$ cat src/hw/conv_pkg.sv
package conv_pkg;

  // ========================================
  // Sizes and delays
  // ========================================

  localparam int N_LANE    = 4;   // Output channels.
  localparam int LANE_W    = 2;
  localparam int FIL       = 3;
  localparam int LWIDTH    = 5;
  localparam int LINE_LEN  = 16;  // Widest image.
  localparam int LINE_W    = 4;
  localparam int FACCUM    = 8;
  localparam int ACC_DEPTH = 196; // 14 x 14 feature pixels.
  localparam int ACC_WIDTH = 20;
  localparam int PROD_W    = 17;  // 9-bit pixel times 8-bit weight.
  localparam int D_CONV    = 2;
  localparam int D_ACCUM   = 1;
  localparam int SHIFT     = 4;

  // ========================================
  // Types
  // ========================================

  typedef struct packed {
    logic start;
    logic valid;
    logic stop;
  } ctrl_reg;

  typedef enum logic [1:0] {
    CORE_WAIT,
    CORE_NETWORK,
    CORE_INPUT,
    CORE_OUTPUT
  } core_state_t;

  typedef struct packed {
    logic [1:0]        spare;
    logic [LANE_W-1:0] lane;
    logic [3:0]        tap;   // Raster order in the window.
    logic signed [7:0] value;
  } weight_word_t;

  typedef struct packed {
    logic [7:0] spare;
    logic [7:0] value;
  } pixel_word_t;

  // Network state reads weights, input state reads pixels.
  typedef union packed {
    weight_word_t weight;
    pixel_word_t  pixel;
  } in_word_t;

  typedef logic [FIL*FIL-1:0][7:0] window_t;
  typedef logic signed [ACC_WIDTH-1:0] acc_t;
  typedef acc_t [N_LANE-1:0] lane_acc_t;
  typedef logic [N_LANE-1:0][7:0] feat_t;

endpackage

$ cat src/hw/conv_ctrl.sv
`timescale 1ns/100ps

module conv_ctrl (
  input  logic                        clk,
  input  logic                        xrst,
  input  conv_pkg::ctrl_reg           in_ctrl,
  input  conv_pkg::in_word_t          in_word,
  input  conv_pkg::core_state_t       core_state,
  input  logic [conv_pkg::LWIDTH-1:0] img_size,
  input  logic                        first_input,
  input  logic                        last_input,
  output logic                        pix_valid,
  output logic [conv_pkg::LWIDTH-1:0] conv_x,
  output logic [conv_pkg::LWIDTH-1:0] conv_y,
  output logic                        weight_we,
  output logic                        feat_we,
  output logic                        feat_rst,
  output logic [conv_pkg::FACCUM-1:0] feat_waddr,
  output logic [conv_pkg::FACCUM-1:0] feat_raddr,
  output conv_pkg::ctrl_reg           rd_ctrl,
  output logic [conv_pkg::LWIDTH-1:0] fea_size
);
  import conv_pkg::*;

  typedef enum logic {S_WAIT, S_ACTIVE} state_t;

  state_t            r_state;
  core_state_t       r_core_state;
  logic [LWIDTH-1:0] r_img_size;
  logic [LWIDTH-1:0] r_fea_size;
  logic [LWIDTH-1:0] r_x;
  logic [LWIDTH-1:0] r_y;
  logic              r_first_input;
  logic              r_planes_done;
  logic              r_wait_back;
  logic              r_conv_valid;
  logic              r_plane_end;
  logic [FACCUM-1:0] r_waddr;
  logic [FACCUM-1:0] r_raddr;
  logic              r_we_d   [D_CONV];
  logic              r_rst_d  [D_CONV];
  logic [FACCUM-1:0] r_addr_d [D_CONV];
  ctrl_reg           r_rd_d   [D_ACCUM+1];
  logic [LWIDTH-1:0] lim;
  logic              x_end;
  logic              y_end;
  logic              job_start;
  logic              last_pix;
  logic              rd_go;
  ctrl_reg           rd_now;

  // ========================================
  // Job FSM and counters
  // ========================================

  assign job_start = r_state == S_WAIT && in_ctrl.start;
  assign pix_valid = r_state == S_ACTIVE && core_state == CORE_INPUT && in_ctrl.valid;
  assign weight_we = core_state == CORE_NETWORK && in_ctrl.valid
                     && in_word.weight.tap < 4'(FIL*FIL);

  assign lim      = (r_core_state == CORE_OUTPUT) ? r_fea_size : r_img_size;
  assign x_end    = r_x == lim - 1'b1;
  assign y_end    = r_y == lim - 1'b1;
  assign last_pix = pix_valid && x_end && y_end;

  assign conv_x   = r_x;
  assign conv_y   = r_y;
  assign fea_size = r_fea_size;

  always_ff @(posedge clk) begin
    if (!xrst) begin
      r_state      <= S_WAIT;
      r_core_state <= CORE_WAIT;
    end else begin
      r_core_state <= core_state;
      if (job_start)
        r_state <= S_ACTIVE;
      else if (r_rd_d[D_ACCUM].stop)
        r_state <= S_WAIT;  // Ends with out_ctrl.stop.
    end
  end

  always_ff @(posedge clk) begin
    if (!xrst) begin
      r_img_size <= '0;
      r_fea_size <= '0;
    end else if (job_start) begin
      r_img_size <= img_size;
      r_fea_size <= img_size - LWIDTH'(FIL - 1);
    end
  end

  // Image raster while loading, feature raster while reading.
  always_ff @(posedge clk) begin
    if (!xrst) begin
      r_x <= '0;
      r_y <= '0;
    end else if (r_state == S_WAIT) begin
      r_x <= '0;
      r_y <= '0;
    end else if (pix_valid || rd_go) begin
      if (x_end) begin
        r_x <= '0;
        r_y <= y_end ? '0 : r_y + 1'b1;
      end else begin
        r_x <= r_x + 1'b1;
      end
    end
  end

  // ========================================
  // Feature memory write
  // ========================================

  always_ff @(posedge clk) begin
    if (!xrst) begin
      r_conv_valid  <= 1'b0;
      r_plane_end   <= 1'b0;
      r_first_input <= 1'b0;
      r_planes_done <= 1'b0;
    end else begin
      r_conv_valid  <= pix_valid && r_x >= LWIDTH'(FIL - 1) && r_y >= LWIDTH'(FIL - 1);
      r_plane_end   <= last_pix;
      r_first_input <= first_input;
      if (job_start)
        r_planes_done <= 1'b0;
      else if (last_pix && last_input)
        r_planes_done <= 1'b1;
    end
  end

  always_ff @(posedge clk) begin
    if (!xrst)
      r_waddr <= '0;
    else if (job_start || r_plane_end)
      r_waddr <= '0;
    else if (r_conv_valid)
      r_waddr <= r_waddr + 1'b1;
  end

  // Matches the multiply-add latency of the lanes.
  always_ff @(posedge clk) begin
    if (!xrst) begin
      for (int i = 0; i < D_CONV; i++) begin
        r_we_d[i]  <= 1'b0;
        r_rst_d[i] <= 1'b0;
      end
    end else begin
      r_we_d[0]  <= r_conv_valid;
      r_rst_d[0] <= r_conv_valid && r_first_input;
      for (int i = 1; i < D_CONV; i++) begin
        r_we_d[i]  <= r_we_d[i-1];
        r_rst_d[i] <= r_rst_d[i-1];
      end
    end
  end

  always_ff @(posedge clk) begin
    r_addr_d[0] <= r_waddr;
    for (int i = 1; i < D_CONV; i++)
      r_addr_d[i] <= r_addr_d[i-1];
  end

  assign feat_we    = r_we_d[D_CONV-1];
  assign feat_rst   = r_rst_d[D_CONV-1];
  assign feat_waddr = r_addr_d[D_CONV-1];

  // ========================================
  // Read pass
  // ========================================

  assign rd_go = r_state == S_ACTIVE && r_core_state == CORE_OUTPUT
                 && r_planes_done && !r_wait_back;

  always_comb begin
    rd_now.start = rd_go && r_x == '0 && r_y == '0;
    rd_now.valid = rd_go;
    rd_now.stop  = rd_go && x_end && y_end;
  end

  always_ff @(posedge clk) begin
    if (!xrst)
      r_wait_back <= 1'b0;
    else if (job_start)
      r_wait_back <= 1'b0;
    else if (rd_now.stop)
      r_wait_back <= 1'b1;  // Hold until the host starts again.
  end

  always_ff @(posedge clk) begin
    if (!xrst)
      r_raddr <= '0;
    else if (job_start)
      r_raddr <= '0;
    else if (rd_go)
      r_raddr <= rd_now.stop ? '0 : r_raddr + 1'b1;
  end

  always_ff @(posedge clk) begin
    if (!xrst) begin
      for (int i = 0; i <= D_ACCUM; i++)
        r_rd_d[i] <= '0;
    end else begin
      r_rd_d[0] <= rd_now;
      for (int i = 1; i <= D_ACCUM; i++)
        r_rd_d[i] <= r_rd_d[i-1];
    end
  end

  assign feat_raddr = r_raddr;
  assign rd_ctrl    = r_rd_d[D_ACCUM-1];  // Lines up with the memory data.

endmodule

$ cat config.mk
export PLATFORM = sky130hd
export DESIGN_NAME = conv_ctrl
export DESIGN_NICKNAME = d
export VERILOG_FILES = /design/src/hw/conv_pkg.sv /design/src/hw/conv_ctrl.sv
export SDC_FILE = /design/constraint.sdc
export NUM_CORES = 1
export LEC_CHECK = 0
export BUFFER_PORTS_ARGS = -buffer_cell sky130_fd_sc_hd__buf_2
export CORE_MARGIN = 2
export CORE_UTILIZATION = 53
export CTS_CLUSTER_SIZE = 12
export DETAILED_ROUTE_END_ITERATION = 8
export PLACE_DENSITY = 0.75
export SLEW_MARGIN = 20
export SYNTH_ARGS = -nofsm -noshare
export SYNTH_HDL_FRONTEND = slang
export SYNTH_SLANG_ARGS = --single-unit
$ cat constraint.sdc
create_clock -name clk -period 3.22 [get_ports clk]
set_clock_uncertainty 0.1 [all_clocks]
set_input_delay 0.161 -clock clk [delete_from_list [all_inputs] [get_ports clk]]
set_output_delay 0.161 -clock clk [all_outputs]
set_load 0.05 [all_outputs]
==> results of run 1 <==
[Yosys cell counts, drive strengths merged (3+ instances only)]
cell and instances:
dfxtp 67, nand2 37, nor2 17, xnor2 14
nand3 13, buf 12, inv 12, clkbuf 10
ha 10, and2 9, xor2 8, a21oi 7
mux2i 7, nor3 7, o21ai 6, a21boi 5
a31oi 5, and3 5, nand2b 5, nand4 5
or2 5, o211a 4, or3 4, or4 4
o2bb2ai 3, xnor3 3
[layer usage]
layer  vias to the layer above  wire (um)
li1                       1126          -
met1                      1036       2424
met2                        59       2698
met3                         7        246
met4                         0         89
met5                         -          0
[kinds of logic after synthesis]
group	Yosys count	synth area share [%]
simple gates	120	21.53
flops	67	46.63
compound gates	39	9.874
buf+inv	34	6.003
xor+xnor	25	9.047
fa+ha+maj	10	4.350
mux	7	2.566
[final timing paths]
kind	start	cells past startpoint	end
worst max-delay path	r_core_state[1]$_SDFF_PN0_	10	conv_y[2]$_SDFFE_PN0P_
worst min-delay path	xrst	2	fea_size[2]$_SDFFE_PN0P_
worst max register to register	r_core_state[1]$_SDFF_PN0_	10	conv_y[2]$_SDFFE_PN0P_
worst min register to register	r_addr_d[0][1]$_DFF_P_	0	r_addr_d[0][9]$_DFF_P_
[final cells by class]
| cell class | count | area [um2] |
|---|---|---|
| inverter | 12 | 45.04 |
| clock buffer | 9 | 123.9 |
| fill | 418 | 1759 |
| clock inverter | 7 | 82.58 |
| multi-input combinational | 201 | 1363 |
| timing repair buffer | 64 | 370.4 |
| tap | 70 | 87.58 |
| sequential | 67 | 1341 |
[report_power, final]
group	leakage (nW)	switching (W)	internal, W	total, W
sequential	0.542	0.0000137	0.000839	0.000852
clock	0.105	0.000340	0.000369	0.000709
combinational	0.871	0.0000768	0.0000653	0.000142
[metrics by stage]
step	area (um2)	util, %
finish	3413	65.99
global route	3413	65.99
CTS	3413	65.99
detailed placement	3107	60.06
global placement	3107	60.06
floorplan	2877	-
[sequential cells by signal (all words and copies together) (netlist names)]
register	cells
r_img_size	5
fea_size	4
r_rd_d	4
r_first_input	1
r_conv_valid	1
r_state	1
r_wait_back	1
r_plane_end	1
conv_x	5
r_planes_done	1
r_addr_d	16
feat_raddr	8
r_we_d	2
r_core_state	2
r_rst_d	2
r_waddr	8
conv_y	5
[worst register-to-register path: cells and delay by family, from the launching register on]
kind,cells,cell delay [ns]
simple gates,4,0.82
fa+ha+maj,1,0.25
xor+xnor,1,0.16
mux,1,0.24
flops,1,0.44
compound gates,3,0.71
==> results.md, run 1 <==
- Post-layout nets: 395
- Synth Cell Area: 2877 um2
- Fin crit share: 87.55%
- Cts bufs inserted: 9
- Critical path buffer and inverter count: 0
- Drt drc: 0
- Worst setup EP type: flip-flop
- Worst vdd ir: 300.2 uV
- Syn_nets: 342
- Status: completed
- Vias in the first global route: 1991
- Top-area cell type share of the netlist area: 46.63%
- Max Cap Viol: 0
- Commonest non-fill, non-tap cells in the layout: dfxtp_1 (67), buf_2 (54), nand2_1 (37), nor2_1 (17), xnor2_1 (14)
- Yosys Warn Count: 0
- Setup CP Type: flip-flop to flip-flop
- First-pass GRT wire length: 9.045 mm
- Htree depth: 3
- Synth async-reset ratio: 0%
- Total power: 0.001703 W
- CP most frequent cell: nand3_1
- Routability-driven placement congestion ratio: 0.8021
- Register area share after synthesis: 46.63%
- Worst path slowest cell: dfxtp_1
- Critical Path RT: 3.34 ns
- Cts hold-fix bufs: 10
- Initial Util: 55.61%
- PwrDens: 499.1 nW/um2
- Fmax: 354.7 MHz
- Vias per inst: 5.181
- Syn avg cell area: 9.525 um2
- Fin. Hold Viols: 0
- Dpl hpwl: 3.869 mm
- Worst min path class: input port to flip-flop
- CTS tree: done
- Clock Latency Late Sink: 0.33 ns
- Tmin final: 2.819 ns
- Largest net degree at the start of global routing: 24
- Antenna viol nets, final: 0
- Startpoint types: flip-flop
- Drt initial violations: 67
- Worst rel slew slack: 47.72%
- R2R Setup Slk: 0.40 ns
- Remaining Overflow, GRT: 0
- Clock root cell: clkbuf_8
- Synth area leader: dfxtp_1
- Most common cell after layout, fill and taps aside: dfxtp_1
- Largest stage delay, worst path: 0.44 ns
- Measured slew at the worst slew-check pin: 0.7826 ns
- Yosys cell types: 45
- CORE AREA: 5172 um2
- Post-Route Setup TNS: 0 ns
- Final Non-Filler Cells: 430
- Hold_ws: 0.1304 ns
- Layout cells sized above 1: 22.22%
- Inst Count DP: 404
- Clk slew on worst S/H paths: 0.07 ns
- CP cell instances: nand2_1 -> mux2i_1 -> ha_1 -> xnor2_1 -> nand3_1 -> a211oi_1 -> nand4_1 -> nand3_1 -> o21ai_0 -> o2bb2ai_1
- DRT Pass-1 Iters: 4
- Seq cells post-synth: 67
- Met3 usage in global routing: 4.070%
- Row cnt: 26
- Worst-case clock buffer depth: 2
- Tot GR Track Use: 19.27%
- Die ar.: 6033 um2
- Worst endpoint data arrival time: 2.94 ns
- Global routing usage on met2: 32.07%
- Setup Buffers After CTS: 0
- Pleak: 1.518 nW
- Mean routed wirelength per cell: 12.70 um
- RSZ-0062 raised after global routing: false
- Syn Inst Count: 302
- Sinks on Clock Net: 67
- Antenna Cells: 0
- EDFF count, synth: 0
- DIE WIDTH: 77.67 um
- CP delay by family, top: simple AND/OR/NAND/NOR gates
- Setup violators final: 0
- I/O pin count: 68
- Final wirelength: 5.459 mm
- Top Usage Layer GRT: met2
- Grt met1 use: 23.30%
- Max-slew violations: 0
- Chip Height: 77.67 um
- Vias: 2228
- Area Growth Syn to Fin: 18.66%
- Synth Flop Type: dfxtp_1
- Worst setup margin: 0.4009 ns
- Initial antenna violation count: 0
- Ranking of synthesized cells by area: dfxtp_1 (47%), nand2_1 (4.8%), ha_1 (4.3%)
- Post-CTS resize count: 0
- Critical Path Fanout Max: 10
- Placement Setup Slack: 0.4859 ns
- Port-buffer cells: 54
Power figures use the tool's default switching activity.
==> inputs of run 2 (changes only) <==
==> constraint.sdc (replaced) <==
create_clock -name clk -period 3.22 [get_ports clk]
set_clock_uncertainty 0.1 [all_clocks]
set_input_delay 0.966 -clock clk [delete_from_list [all_inputs] [get_ports clk]]
set_output_delay 0.966 -clock clk [all_outputs]
set_load 0.05 [all_outputs]
==> run 2 against run 1 <==
Maximum frequency shrank 0.59%. Sequential power about the same. Total power grew 0.41%. Die area unchanged. Critical path depth down 6. Hold slack improved by 0.099 ns. Cell count is 2.3% lower. First-iteration DRC count is 34% lower. Critical path type is now input port to primary output. Largest power group unchanged.
==> results.md, run 2 (same netlist as run 1, synthesis figures left out) <==
- Status: completed
- Worst Hold Depth: 0
- Critical Path Fanout Max: 1
- Final wirelength: 5.341 mm
- Critical Path RT: 2.15 ns
- Chip Height: 77.67 um
- Switch Pwr: 0.0004439 W
- Remaining Overflow, GRT: 0
- Most flop-heavy register: r_addr_d
- Total power: 0.001710 W
- Vias: 2165
- Startpoint types: input port
- Setup Buffers After CTS: 0
- Initial antenna violation count: 0
- Largest net degree at the start of global routing: 24
- Hold_ws: 0.2295 ns
- Antenna viol nets, final: 0
- Fin crit share: 88.07%
- Commonest non-fill, non-tap cells in the layout: dfxtp_1 (67), buf_2 (54), nand2_1 (37), nor2_1 (17), xnor2_1 (14)
- Post-layout nets: 385
- Top Usage Layer GRT: met2
- Row cnt: 26
- Worst setup margin: 0.3842 ns
- Fin. Hold Viols: 0
- Fillers: 432
- Worst setup EP type: primary output
- Global routing usage on met2: 30.69%
- Antenna Cells: 0
- Internal Power: 0.001266 W
- Vias per inst: 5.155
- CP Launch Point: in_word[10]
- Mean routed wirelength per cell: 12.72 um
- CTS tree: done
- Finished Cell Area: 3319 um2
- Setup violators final: 0
- Cts bufs inserted: 9
- Cts hold-fix bufs: 0
- Placement Setup Slack: 0.3770 ns
- Clock Power Share: 42.5%
- Most common cell after layout, fill and taps aside: dfxtp_1
- RSZ-0062 raised after global routing: false
- Clock root cell: clkbuf_8
- Pleak: 1.475 nW
- Max Cap Viol: 0
- Clock Latency Late Sink: 0.34 ns
- Gate power share: 7.7%
- Post-CTS resize count: 0
- Tmin final: 2.836 ns
- Port-buffer cells: 54
- Drt initial violations: 44
- DIE WIDTH: 77.67 um
- Drt drc: 0
- Worst vdd ir: 344.4 uV
- Dpl hpwl: 3.873 mm
- I/O pin count: 68
- Worst-case clock buffer depth: 2
- Grt met1 use: 22.84%
- Critical R2R Launch: r_core_state[1]$_SDFF_PN0_
- Setup CP Type: input port to primary output
- Max-slew violations: 0
- DRT Pass-1 Iters: 4
- Vias in the first global route: 1998
- Worst rel slew slack: 46.31%
- Clk slew on worst S/H paths: 0.07 ns
- Initial Util: 55.61%
- CORE AREA: 5172 um2
- Fmax: 352.6 MHz
- Layout cells sized above 1: 23.14%
- Sinks on Clock Net: 67
- Met3 usage in global routing: 4.302%
- Placed Area: 3112 um2
- Tot GR Track Use: 18.72%
- Die ar.: 6033 um2
- Worst endpoint data arrival time: 1.77 ns
- Htree depth: 3
- Post-Route Setup TNS: 0 ns
- R2r worst-path depth: 9
- Sw frac: 25.95%
- Routability-driven placement congestion ratio: 0.8248
- First-pass GRT wire length: 8.914 mm
- PwrDens: 515.2 nW/um2
- Number of flip-flops in the largest register: 16
- Worst min path class: flip-flop to flip-flop
- Area Growth Syn to Fin: 15.40%
- Hold Crit Start: r_addr_d[0][2]$_DFF_P_
- Seq pwr share: 49.8%
- Measured slew at the worst slew-check pin: 0.8036 ns
[run 2: cell types whose count changed in the layout (fill, tap and decap cells not counted), sizes merged]
cell         before  now
clkinvlp          0    1
clkinv            3    2
dlygate4sd3      10    0
[run 2: power groups by stage]
| stage | sequential (W) | combinational (W) | clock, W |
|---|---|---|---|
| 6_report | 0.000852 | 0.000132 | 0.000727 |
| 4_1_cts | 0.000852 | 0.000133 | 0.000738 |
| 5_1_grt | 0.000854 | 0.000144 | 0.000778 |
| 2_1_floorplan | 0.000881 | 0.0000900 | 0 |
| 3_5_place_dp | 0.000871 | 0.000133 | 0 |
| 3_3_place_gp | 0.000870 | 0.000130 | 0 |
[run 2: critical path, stage by stage]
cell	delay (ns)
buf_2	0.10
o31a_1	0.29
nor3_2	0.13
buf_2	0.28
[run 2: area by class of cell]
type / instances / area [um2] / share of cell area, %
inverters: 12 / 45.04 / 1.357
flip-flops and latches: 67 / 1341 / 40.41
clock inverters: 7 / 83.83 / 2.525
multi-input cells: 201 / 1368 / 41.20
well taps: 70 / 87.58 / 2.639
repair buffers: 54 / 270.3 / 8.142
clock buffers: 9 / 123.9 / 3.732
[run 2: metrics by stage]
step	utilization, %	std cells
3_5_place_dp	60.16	404
3_3_place_gp	60.16	404
4_1_cts	64.18	420
5_1_grt	64.18	420
6_report	64.18	420
2_1_floorplan	-	302
[run 2: per-layer routing]
layer	share of wire, %	vias up
met3	4.8	10
met4	1.9	0
met5	0	-
met2	48	58
met1	46	992
li1	-	1105
[run 2: worst paths after layout]
| kind | slack [ns] | end |
|---|---|---|
| setup / recovery | 0.38 | weight_we |
| hold reg to reg | 0.23 | r_addr_d[0][10]$_DFF_P_ |
| setup reg to reg | 0.42 | feat_raddr[4]$_SDFFE_PP0P_ |
| hold / removal | 0.23 | r_addr_d[0][10]$_DFF_P_ |
