[src/hw/conv_pkg.sv]
package conv_pkg;

  // ========================================
  // Sizes and delays
  // ========================================

  localparam int N_LANE    = 4;   // Output channels.
  localparam int LANE_W    = 2;
  localparam int FIL       = 3;
  localparam int LWIDTH    = 5;
  localparam int LINE_LEN  = 16;  // Widest image.
  localparam int LINE_W    = 4;
  localparam int FACCUM    = 8;
  localparam int ACC_DEPTH = 196; // 14 x 14 feature pixels.
  localparam int ACC_WIDTH = 20;
  localparam int PROD_W    = 17;  // 9-bit pixel times 8-bit weight.
  localparam int D_CONV    = 2;
  localparam int D_ACCUM   = 1;
  localparam int SHIFT     = 4;

  // ========================================
  // Types
  // ========================================

  typedef struct packed {
    logic start;
    logic valid;
    logic stop;
  } ctrl_reg;

  typedef enum logic [1:0] {
    CORE_WAIT,
    CORE_NETWORK,
    CORE_INPUT,
    CORE_OUTPUT
  } core_state_t;

  typedef struct packed {
    logic [1:0]        spare;
    logic [LANE_W-1:0] lane;
    logic [3:0]        tap;   // Raster order in the window.
    logic signed [7:0] value;
  } weight_word_t;

  typedef struct packed {
    logic [7:0] spare;
    logic [7:0] value;
  } pixel_word_t;

  // Network state reads weights, input state reads pixels.
  typedef union packed {
    weight_word_t weight;
    pixel_word_t  pixel;
  } in_word_t;

  typedef logic [FIL*FIL-1:0][7:0] window_t;
  typedef logic signed [ACC_WIDTH-1:0] acc_t;
  typedef acc_t [N_LANE-1:0] lane_acc_t;
  typedef logic [N_LANE-1:0][7:0] feat_t;

endpackage

[src/hw/feat_drain.sv]
`timescale 1ns/100ps

module feat_drain (
  input  logic                clk,
  input  logic                xrst,
  input  conv_pkg::ctrl_reg   rd_ctrl,
  input  conv_pkg::lane_acc_t lane_data,
  output conv_pkg::ctrl_reg   out_ctrl,
  output conv_pkg::feat_t     out_feat
);
  import conv_pkg::*;

  acc_t  scaled [N_LANE];
  feat_t clamped;

  // Scale, then ReLU and saturate to a byte.
  always_comb begin
    for (int i = 0; i < N_LANE; i++) begin
      scaled[i] = $signed(lane_data[i]) >>> SHIFT;
      if (scaled[i] < 0)
        clamped[i] = 8'd0;
      else if (scaled[i] > 255)
        clamped[i] = 8'd255;
      else
        clamped[i] = scaled[i][7:0];
    end
  end

  always_ff @(posedge clk) begin
    if (!xrst)
      out_ctrl <= '0;
    else
      out_ctrl <= rd_ctrl;
  end

  always_ff @(posedge clk) begin
    if (rd_ctrl.valid)
      out_feat <= clamped;  // All channels leave together.
  end

endmodule

[config.mk]
export PLATFORM = sky130hd
export DESIGN_NAME = feat_drain
export DESIGN_NICKNAME = d
export VERILOG_FILES = /design/src/hw/conv_pkg.sv /design/src/hw/feat_drain.sv
export SDC_FILE = /design/constraint.sdc
export NUM_CORES = 1
export LEC_CHECK = 0
export BUFFER_PORTS_ARGS = -buffer_cell sky130_fd_sc_hd__buf_2
export CORE_MARGIN = 2
export CORE_UTILIZATION = 43
export CTS_BUF_LIST = sky130_fd_sc_hd__clkbuf_4 sky130_fd_sc_hd__clkbuf_8
export DETAILED_ROUTE_END_ITERATION = 7
export PLACE_DENSITY = 0.92
export SLEW_MARGIN = 10
export SYNTH_ARGS = -nofsm -noshare
export SYNTH_HDL_FRONTEND = slang
export SYNTH_SLANG_ARGS = --single-unit
[constraint.sdc]
create_clock -name clk -period 2.3 [get_ports clk]
set_clock_uncertainty 0.05 [all_clocks]
set_input_delay 0.46 -clock clk [delete_from_list [all_inputs] [get_ports clk]]
set_output_delay 0.46 -clock clk [all_outputs]
set_load 0.01 [all_outputs]
==> summary.md, run 1 <==
TritonCTS built the clock tree. Detailed placement finished with a half-perimeter wire length of 2580 um. The run gives 0.683 as the fraction of the yosys area taken by sequential cells. The static leakage was 0.000916 uW; the total power draw was 1280 uW. The worst-path cell with the longest stage delay is edfxtp_1. The netlist uses 8 different library cells.

Counting the buffers created by CTS gives 5. Counting I/O delays and the setup requirement, the final critical path takes 1.37 ns. After detailed routing, the number of remaining DRC violations is 0. Buffers plus inverters on the worst setup path: 1. In this run, post-CTS repair resized a total of 0 instances. The routed length per placed instance was 12.2 um. The die covers 3960 sq um. The H-tree depth came out at 2. For the initial antenna violation count, the log shows 0. The instance count of the mapped netlist is 118. The run gives 1221 as the via count of the first global-routing pass.

The layout-stage area growth over the synthesis result is 39.8%, and the cts-stage hold buffer count is 0. Timing would allow up to 730 MHz. Across the VDD grid, the largest voltage drop is 0.000289 V.

The run finished with clean final reports. The critical path required time is 1.79 ns. The slew of the pin with the lowest slew margin was 0.684 ns; the top-level I/O count was 120.

The die boundary width is 63.0 um. The number of buffers inserted by post-CTS setup repair is 0, and the starting DRC count in detailed routing is 85. For the site row count, the log shows 21. The worst setup path is of the register to output port kind.

At the end of routability-driven placement, the weighted congestion stood at 0.867. Leaving out fill and tap cells, the most frequent cells in the layout are buf_2 (103), nor2_1 (36), a31oi_1 (32), edfxtp_1 (32), clkbuf_4 (7). The count of buffers inserted at the top-level ports is 103. The library cell used most frequently in the layout, excluding fill and tap cells, is buf_2. Grouping stages by cell kind, the critical path spends the most delay in flip-flops. The total overflow reported by the global router is 0, and the max-cap violation count is 0. For the wire length reported by the detailed router, the log shows 3260 um. Worst hold-check path type: primary input to register. STA classifies the critical path endpoint as an output port. The root buffer cell is clkbuf_4. The largest single stage delay on the critical path is 0.39 ns. Dividing the detail-routed via count by the number of cells gives 4.96. Type of origin of the critical path: a register. The first detailed-routing pass took 4 iterations. Traced cell by cell, the critical path runs through buf_2. The logs give 0 for the number of hold violations in the final report and 0 ns for the final total negative setup slack. The final hold slack was 0.289 ns. The logs give 3340 sq um for the core area and 439 sq um for the footprint of the multi-input gates.

The number of setup violations in the final report is 0. The run gives 259 as the number of placed instances, taps included. The starting density of the core is 0.448, and the final net count is 305. The filler cells instantiated in the layout total 281.

The clock passes through at most 2 buffers. The remaining max-slew budget at the tightest pin was 0.544. The tree built by TritonCTS fans out to 35 sinks. The number of nets in the synthesized netlist is 203. The share of post-route cells with drive strength above 1 was 0.520; the clock-pin transition on the worst setup and hold timing paths was 0.09 ns.

The synthesized area divided by synthesized cell count works out to 12.7 sq um. Setup repair after global routing left no endpoint under its margin. The run gives 0 as the count of warnings emitted by yosys. The tools report the max-slew violation count as 0. The wire length of the first global-routing pass came out at 5260 um. The tools report the pin count of the biggest net entering global routing as 34. The die is 63.0 um tall. For the number of standard cells in the layout, taps in and fillers out, the log shows 267. The portion of the clock cycle consumed by the worst path in the final layout is 0.596, and the worst endpoint data arrival time is 0.86 ns. The final route contains 1324 vias. The total global routing track utilization came out at 0.170. The detail route stage leaves a number of antenna-violating nets equal to 0.

The mapped cell area came out at 1500 sq um. The sequential cells in the finished layout cover a total of 1020 sq um. Power density over the cells: 614 nW/um^2.

The highest fanout seen on the critical path is 1. Counting flops and latches in the post-synthesis netlist gives 35. 0 antenna diodes ended up in the layout.
[power breakdown]
group	leakage, uW	switching (uW)	internal [uW]	total (uW)
clock	0.0000361	173	143	316
sequential	0.000338	10.8	747	758
combinational	0.000542	117	92.9	210
[stage by stage]
step	utilization	cell area (sq um)	worst slack (ns)
2_1_floorplan	-	1500	1.02
3_3_place_gp	0.609	2030	0.810
3_5_place_dp	0.609	2030	0.772
4_1_cts	0.627	2090	0.918
5_1_grt	0.627	2090	0.882
6_report	0.627	2090	0.930
[state kept, by name, summed over array words and instances (netlist names)]
name      flops
out_feat     32
out_ctrl      3
[metal layers]
layer | wire length, um | vias up | part of all wire | global-route usage
li1 | - | 657 | - | -
met1 | 1210 | 607 | 0.37 | 0.179
met2 | 1770 | 54 | 0.54 | 0.318
met3 | 222 | 6 | 0.068 | 0.0414
met4 | 61 | 0 | 0.019 | 0.0750
met5 | 0 | - | 0 | 0
[Yosys cell counts]
| cell type | number | area [sq um] |
|---|---|---|
| edfxtp_1 | 32 | 961 |
| a31oi_1 | 32 | 200 |
| buf_1 | 4 | 15.0 |
| nor4_4 | 4 | 85.1 |
| clkbuf_2 | 4 | 20.0 |
| nor2_1 | 36 | 135 |
| dfxtp_1 | 3 | 60.1 |
| and2_1 | 3 | 18.8 |
[cell families after synthesis]
logic type | count (synthesis) | share of synthesized area
buffers and inverters | 8 | 0.0234
and+or+nand+nor | 43 | 0.160
DFF | 35 | 0.683
AOI/OAI and AO/OA | 32 | 0.134
[final cells by class]
type | count | area share
tap | 46 | 0.0275
multi-input combinational | 75 | 0.210
clock buffer | 7 | 0.0251
timing repair buffer | 103 | 0.247
sequential | 35 | 0.488
clock inverter | 1 | 0.00239
[path summary, 6_finish.rpt]
path	slack, ns	from	to	cells after the start
worst min-delay path	0.29	rd_ctrl[2]	out_ctrl[2]	2
worst max-delay path	0.93	out_feat[28]	out_feat[28]	1
No activity file was read; power rests on OpenSTA's default activity.
==> inputs of run 2 (changes only) <==
Settings changed: CORE_UTILIZATION 43 to 40, PLACE_DENSITY 0.92 to 0.87.
Clock period 2.3 ns to 1.4 ns, I/O delays scaled along.
==> run 2 against run 1 <==
Critical path depth unchanged. Worst setup slack worse by 0.68 ns. Utilization down 2.9 points. Global-route usage shrank 1.3 points. First-iteration DRC count fell by 16%. Routed wire length decreased by 1.6%. Design area rose by 3.8%. Largest power group unchanged. Sequential share of layout area down 1.8 points. Flip-flop and latch count unchanged. Die area grew 7.0%. Largest cell class unchanged. Count of clock-buffer cells in the layout is 1 lower. Final cell count up 2.6%.
==> summary.md, run 2 (synthesis results as in run 1) <==
In the final layout, the registers with the most flip-flops are out_feat: 32 flops, out_ctrl: 3 flops. The logs give 439 sq um (unchanged) for the footprint of the multi-input gates and 71 (-16%) for the starting DRC count in detailed routing. The signal on the critical path passes through buf_2. The library cell used most frequently in the layout, excluding fill and tap cells, is buf_2.

The clock-pin transition on the worst setup and hold timing paths is 0.06 ns (-0.03 ns), and the die boundary width is 65.1 um (+3.5%). Number of clock sinks: 35 (unchanged). Flip-flop and latch area: 1020 sq um (unchanged).

CTS placed an instance of clkbuf_8 at the clock tree root. Broken down by cell family, the worst path's largest delay share belongs to flip-flops. Final total negative setup slack: 0 ns (unchanged). Counting flops per register, the top entry is out_feat. The worst path needs 1.15 ns of the cycle, external delays included. The source of the critical timing path was out_feat[30]. The DRC violations left came out at 0 (unchanged). The portion of the clock cycle consumed by the worst path in the final layout is 0.820, and the max-cap violation count is 0 (unchanged). The H-tree depth is 2 (unchanged), and the number of buffers inserted by post-CTS setup repair is 0 (unchanged). The startpoint identified for the worst hold timing path is rd_ctrl[2]. The number of standard cells in the layout, taps in and fillers out came out at 274 (+2.6%). The total overflow reported by the global router was 0 (unchanged); the final antenna-violating net count was 0 (unchanged). The layout-stage area growth over the synthesis result works out to 45.1%. TritonCTS built the clock tree. The via count normalized by instance count was 4.94 (-0.35%). The area enclosed by the die boundary is 4240 sq um (+7.0%). The count of buffers inserted at the top-level ports came out at 103 (unchanged). The logs give 0.707 (+0.162) for the remaining max-slew budget at the tightest pin and 34 (unchanged) for the pin count of the biggest net entering global routing. The post-place instance area was 2090 sq um (+2.6%).

The site row count is 22 (+4.8%), and the max-slew violation count is 0 (unchanged). Type of origin of the critical path: a register. The worst endpoint data arrival time was 0.82 ns (-0.04 ns); the achievable frequency was 871 MHz. Setup repair after global routing left no endpoint under its margin. Total global routing track utilization: 0.158 (-0.0127). The power density over the cells was 1040 nW/um^2 (+69%). The highest fanout seen on the critical path was 1 (unchanged); the number of gates resized after cts was 0 (unchanged). Routability-driven placement congestion ratio: 0.824 (-5.0%). The share of post-route cells with drive strength above 1 came out at 0.522 (+0.00176).

The run gives 3630 sq um (+8.9%) as the core area. The run gives 0.000954 uW (+4.1%) as the static leakage. The logs give 1205 (-1.3%) for the via count of the first global-routing pass and 1354 (+2.3%) for the total number of vias. Wire length of the first global-routing pass: 4970 um (-5.4%). The flow ran to the end, and the final reports show no timing, DRC or antenna violations.

The number of flip-flops in the largest register works out to 32 (unchanged). The buffers plus inverters on the worst setup path works out to 1 (unchanged). The number of cells on the critical path was 1 (unchanged); the critical path required time was 1.07 ns (-0.72 ns). For the top-level I/O count, the log shows 120 (unchanged). The height of the die came out at 65.1 um (+3.5%).

The total power draw was 2250 uW (+76%). Number of placed instances, taps included: 266 (+2.7%). The final net count is 310 (+1.6%).

The tools report the maximum vdd drop as 0.000595 V (+110%). The tools report the starting density of the core as 0.412 (-0.0366). The delay of the slowest cell on the worst path came out at 0.39 ns (about the same). The tools report the wire length reported by the detailed router as 3210 um (-1.6%). The logs give 0 (unchanged) for the number of setup violations in the final report and 5 (unchanged) for the number of buffers created by CTS. The largest individual stage delay along the critical path comes from the cell edfxtp_1. The tools report the cts-stage hold buffer count as 0 (unchanged).

The initial antenna violation count is 0 (unchanged). Type of the setup path with the least slack: register to output port. The number of hold violations in the final report came out at 0 (unchanged). The antenna diode count is 0 (unchanged).

The type of element capturing the critical path is an output port. The run gives 2 (unchanged) as the maximum number of buffers from clock root to sink. The slew of the pin with the lowest slew margin was 0.437 ns (-0.247 ns). The path class of the tightest hold or removal check is primary input to register. The endpoint of the most critical setup path is out_feat[30]. The run gives 0.597 (-0.0294) as the post-layout utilization of the core.

Number of inserted filler cells in the final layout: 321 (+14%). The routed length per placed instance was 11.7 um (-4.1%). The run gives 6 (+2) as the detailed-routing iteration count for the pre-antenna-repair pass.

In the layout the commonest cells are buf_2 (103), nor2_1 (36), a31oi_1 (32), edfxtp_1 (32), clkbuf_8 (5). The tools report the area of all placed cells without fillers as 2170 sq um (+3.8%).
-- run 2: changes by cell type in the layout (fill, tap and decap cells not counted), sizes merged --
cell and change:
buf +5, clkbuf -1, clkinv +1
-- run 2: area by class of cell --
| class | instances | area share |
|---|---|---|
| Sequential cell | 35 | 0.471 |
| Tap cell | 48 | 0.0277 |
| Multi-Input combinational cell | 75 | 0.202 |
| Timing Repair Buffer | 108 | 0.261 |
| Clock inverter | 2 | 0.00346 |
| Clock buffer | 6 | 0.0352 |
-- run 2: per-stage QoR --
step | worst slack (ns) | hold slack [ns]
global route | 0.229 | 0.162
floorplan | 0.300 | 0.342
finish | 0.252 | 0.167
CTS | 0.250 | 0.163
global placement | 0.0885 | 0.429
detailed placement | 0.0295 | 0.448
-- run 2: layer usage --
metal  part of all wire  global-route usage  vias to the layer above
li1                   -                   -                      665
met1               0.34               0.140                      590
met2               0.51               0.312                       86
met3               0.12              0.0548                       13
met4              0.027              0.0729                        0
met5                  0                   0                        -
-- run 2: how the worst min path moves through the flow --
| stage | end | slack [ns] | cells past startpoint |
|---|---|---|---|
| after global routing | out_ctrl[2] | 0.16 | 2 |
| after floorplan | out_feat[0] | 0.34 | 0 |
| after CTS | out_ctrl[2] | 0.16 | 2 |
| after detailed placement | out_ctrl[2] | 0.45 | 2 |
| final | out_ctrl[2] | 0.17 | 2 |
| after global placement | out_ctrl[2] | 0.43 | 2 |
-- run 2: report_power, final --
part	switching, uW	total, uW	internal, uW
Sequential	18.5	1250	1230
Combinational	190	356	166
Clock	292	649	357
==> inputs of run 3 (changes only) <==
Clock period 1.4 ns to 1.1 ns, I/O delays scaled along.
==> run 3 against run 2 <==
Critical path depth did not move. Largest power group unchanged. Power up 28%. Global-route usage fell by 1.2 points. Non-clock buffer count is 4 higher. Worst setup slack worse by 0.23 ns. Combinational power is 29% higher. Routed wire length is 6.3% lower. First-iteration DRC count up 30%. Sequential share of layout area shrank 0.77 points.
==> summary.md, run 3 (synthesis results as in run 1) <==
The run finished with clean final reports. The critical path required time was 0.83 ns (-0.24 ns); the maximum vdd drop was 0.000518 V (-13%). In the layout the commonest cells are buf_2 (102), nor2_1 (36), a31oi_1 (32), edfxtp_1 (32), buf_4 (8).

The portion of the clock cycle consumed by the worst path in the final layout came out at 0.983. CTS placed an instance of clkbuf_8 at the clock tree root. The number of flip-flops in the largest register was 32 (unchanged); the maximum number of buffers from clock root to sink was 2 (unchanged). The highest fanout seen on the critical path works out to 1 (unchanged).

The tools report the type of origin of the critical path as a register. The logs give 0 (unchanged) for the number of hold violations in the final report and 0 (unchanged) for the number of setup violations in the final report. The slew of the pin with the lowest slew margin came out at 0.191 ns (-0.246 ns). The run gives 4620 um (-7.1%) as the wire length of the first global-routing pass. For this design, the slowest cell found on the critical path is edfxtp_1. The tools report the post-place instance area as 2120 sq um (+1.4%). The tools report the pin count of the biggest net entering global routing as 34 (unchanged). The routability-driven placement congestion ratio is 0.816 (-0.90%). The largest delay contributor family on the critical path is flip-flops.

H-tree depth: 2 (unchanged). The worst hold-check path type is primary input to register. The run gives 0 (unchanged) as the DRC violations left.

The via count normalized by instance count works out to 4.78 (-3.3%). By startpoint and endpoint, the worst setup path is classified as register to output port. Relative to the synthesized area, the layout overhead comes to 47.5%. The via count of the first global-routing pass was 1160 (-3.7%); the top-level I/O count was 120 (unchanged).

The delay of the slowest cell on the worst path is 0.38 ns (about the same), and the routed length per placed instance is 10.8 um (-7.7%). Buffers plus inverters on the worst setup path: 1 (unchanged). Setup repair after global routing could not meet its margin everywhere.

Leaving out fill and tap cells, the most frequent cell in the layout is buf_2. The antenna diode count came out at 0 (unchanged). The site row count is 22 (unchanged).

The starting density of the core is 0.412 (unchanged), and the HPWL after detailed placement is 2490 um. The height of the die works out to 65.1 um (unchanged). The tools report the post-layout utilization of the core as 0.607 (+0.00999). The clock-pin transition on the worst setup and hold timing paths came out at 0.06 ns (about the same).

The static leakage came out at 0.000977 uW (+2.5%). The smallest clock period supported by the final layout is computed as 1.08 ns. The run gives 3630 sq um (unchanged) as the core area. Traced cell by cell, the critical path runs through buf_2.

The final total negative setup slack was 0 ns (unchanged). The area enclosed by the die boundary was 4240 sq um (unchanged). The power density over the cells came out at 1310 nW/um^2 (+26%).

TritonCTS built the clock tree. The count of buffers inserted at the top-level ports works out to 103 (unchanged). The register containing the most flip-flops in the final layout is out_feat.

The initial antenna violation count was 0 (unchanged); the final hold slack was 0.0956 ns (-0.0719 ns). The number of buffers created by CTS is 5 (unchanged), and the number of clock sinks is 35 (unchanged). Derived from the worst setup path, the maximum achievable clock frequency is 925 MHz.

The share of post-route cells with drive strength above 1 was 0.530 (+0.00831). The max-cap violation count was 0 (unchanged). Type of element capturing the critical path: an output port.

The final antenna-violating net count came out at 0 (unchanged). For the remaining max-slew budget at the tightest pin, the log shows 0.872 (+0.165). The largest registers in the layout are out_feat: 32 flops, out_ctrl: 3 flops. The logs give 2880 uW (+28%) for the total power draw and 3010 um (-6.3%) for the wire length reported by the detailed router. The total global routing track utilization came out at 0.146 (-0.0118). The starting DRC count in detailed routing is 92 (+30%). Worst endpoint data arrival time: 0.81 ns (about the same). The run gives 314 (+1.3%) as the final net count. The area of all placed cells without fillers was 2210 sq um (+1.7%).

The run gives 0 (unchanged) as the total overflow reported by the global router. The die boundary width works out to 65.1 um (unchanged). The max-slew violation count was 0 (unchanged). The logs give 1328 (-1.9%) for the total number of vias and 4 (-2) for the detailed-routing iteration count for the pre-antenna-repair pass. For the number of inserted filler cells in the final layout, the log shows 308 (-4.0%).
-- run 3: cell types whose count changed in the layout (fill, tap and decap cells not counted) --
cell	before	now
buf_4	4	8
buf_6	0	1
buf_2	103	102
-- run 3: worst paths after layout --
kind / slack, ns / end / depth (start not counted) / start
setup / recovery: 0.02 / out_feat[31] / 1 / out_feat[31]
hold / removal: 0.1 / out_ctrl[2] / 2 / rd_ctrl[2]
-- run 3: area by class of cell --
cell class,count,area (sq um),share of cell area
Timing Repair Buffer,112,602,0.273
Clock buffer,6,76.3,0.0346
Clock inverter,2,7.51,0.00340
Tap cell,48,60.1,0.0272
Sequential cell,35,1020,0.463
Multi-Input combinational cell,75,439,0.199
-- run 3: timing repair --
item | 4_1_cts | 5_1_grt
hold buffers | 0 | 0
resized for setup | 0 | 2
setup endpoints to repair | 0 | 3
setup buffers | 0 | 0
endpoints found under the hold margin | 0 | 0
-- run 3: report_power, final --
group	switching (uW)	internal, uW
registers	21.3	1560
clock network	383	455
logic	241	218
-- run 3: metal layers --
layer | vias to the layer above | share of wire | global-route usage
met4 | 0 | 0.016 | 0.0625
met1 | 573 | 0.37 | 0.140
li1 | 673 | - | -
met2 | 75 | 0.50 | 0.272
met3 | 7 | 0.12 | 0.0599
met5 | - | 0 | 0
-- run 3: metrics by stage --
stage | setup WS (ns) | cells
3_5_place_dp | -0.0834 | 270
4_1_cts | 0.00483 | 278
5_1_grt | -0.0109 | 278
2_1_floorplan | 0.0600 | 118
3_3_place_gp | -0.0617 | 270
6_report | 0.0186 | 278
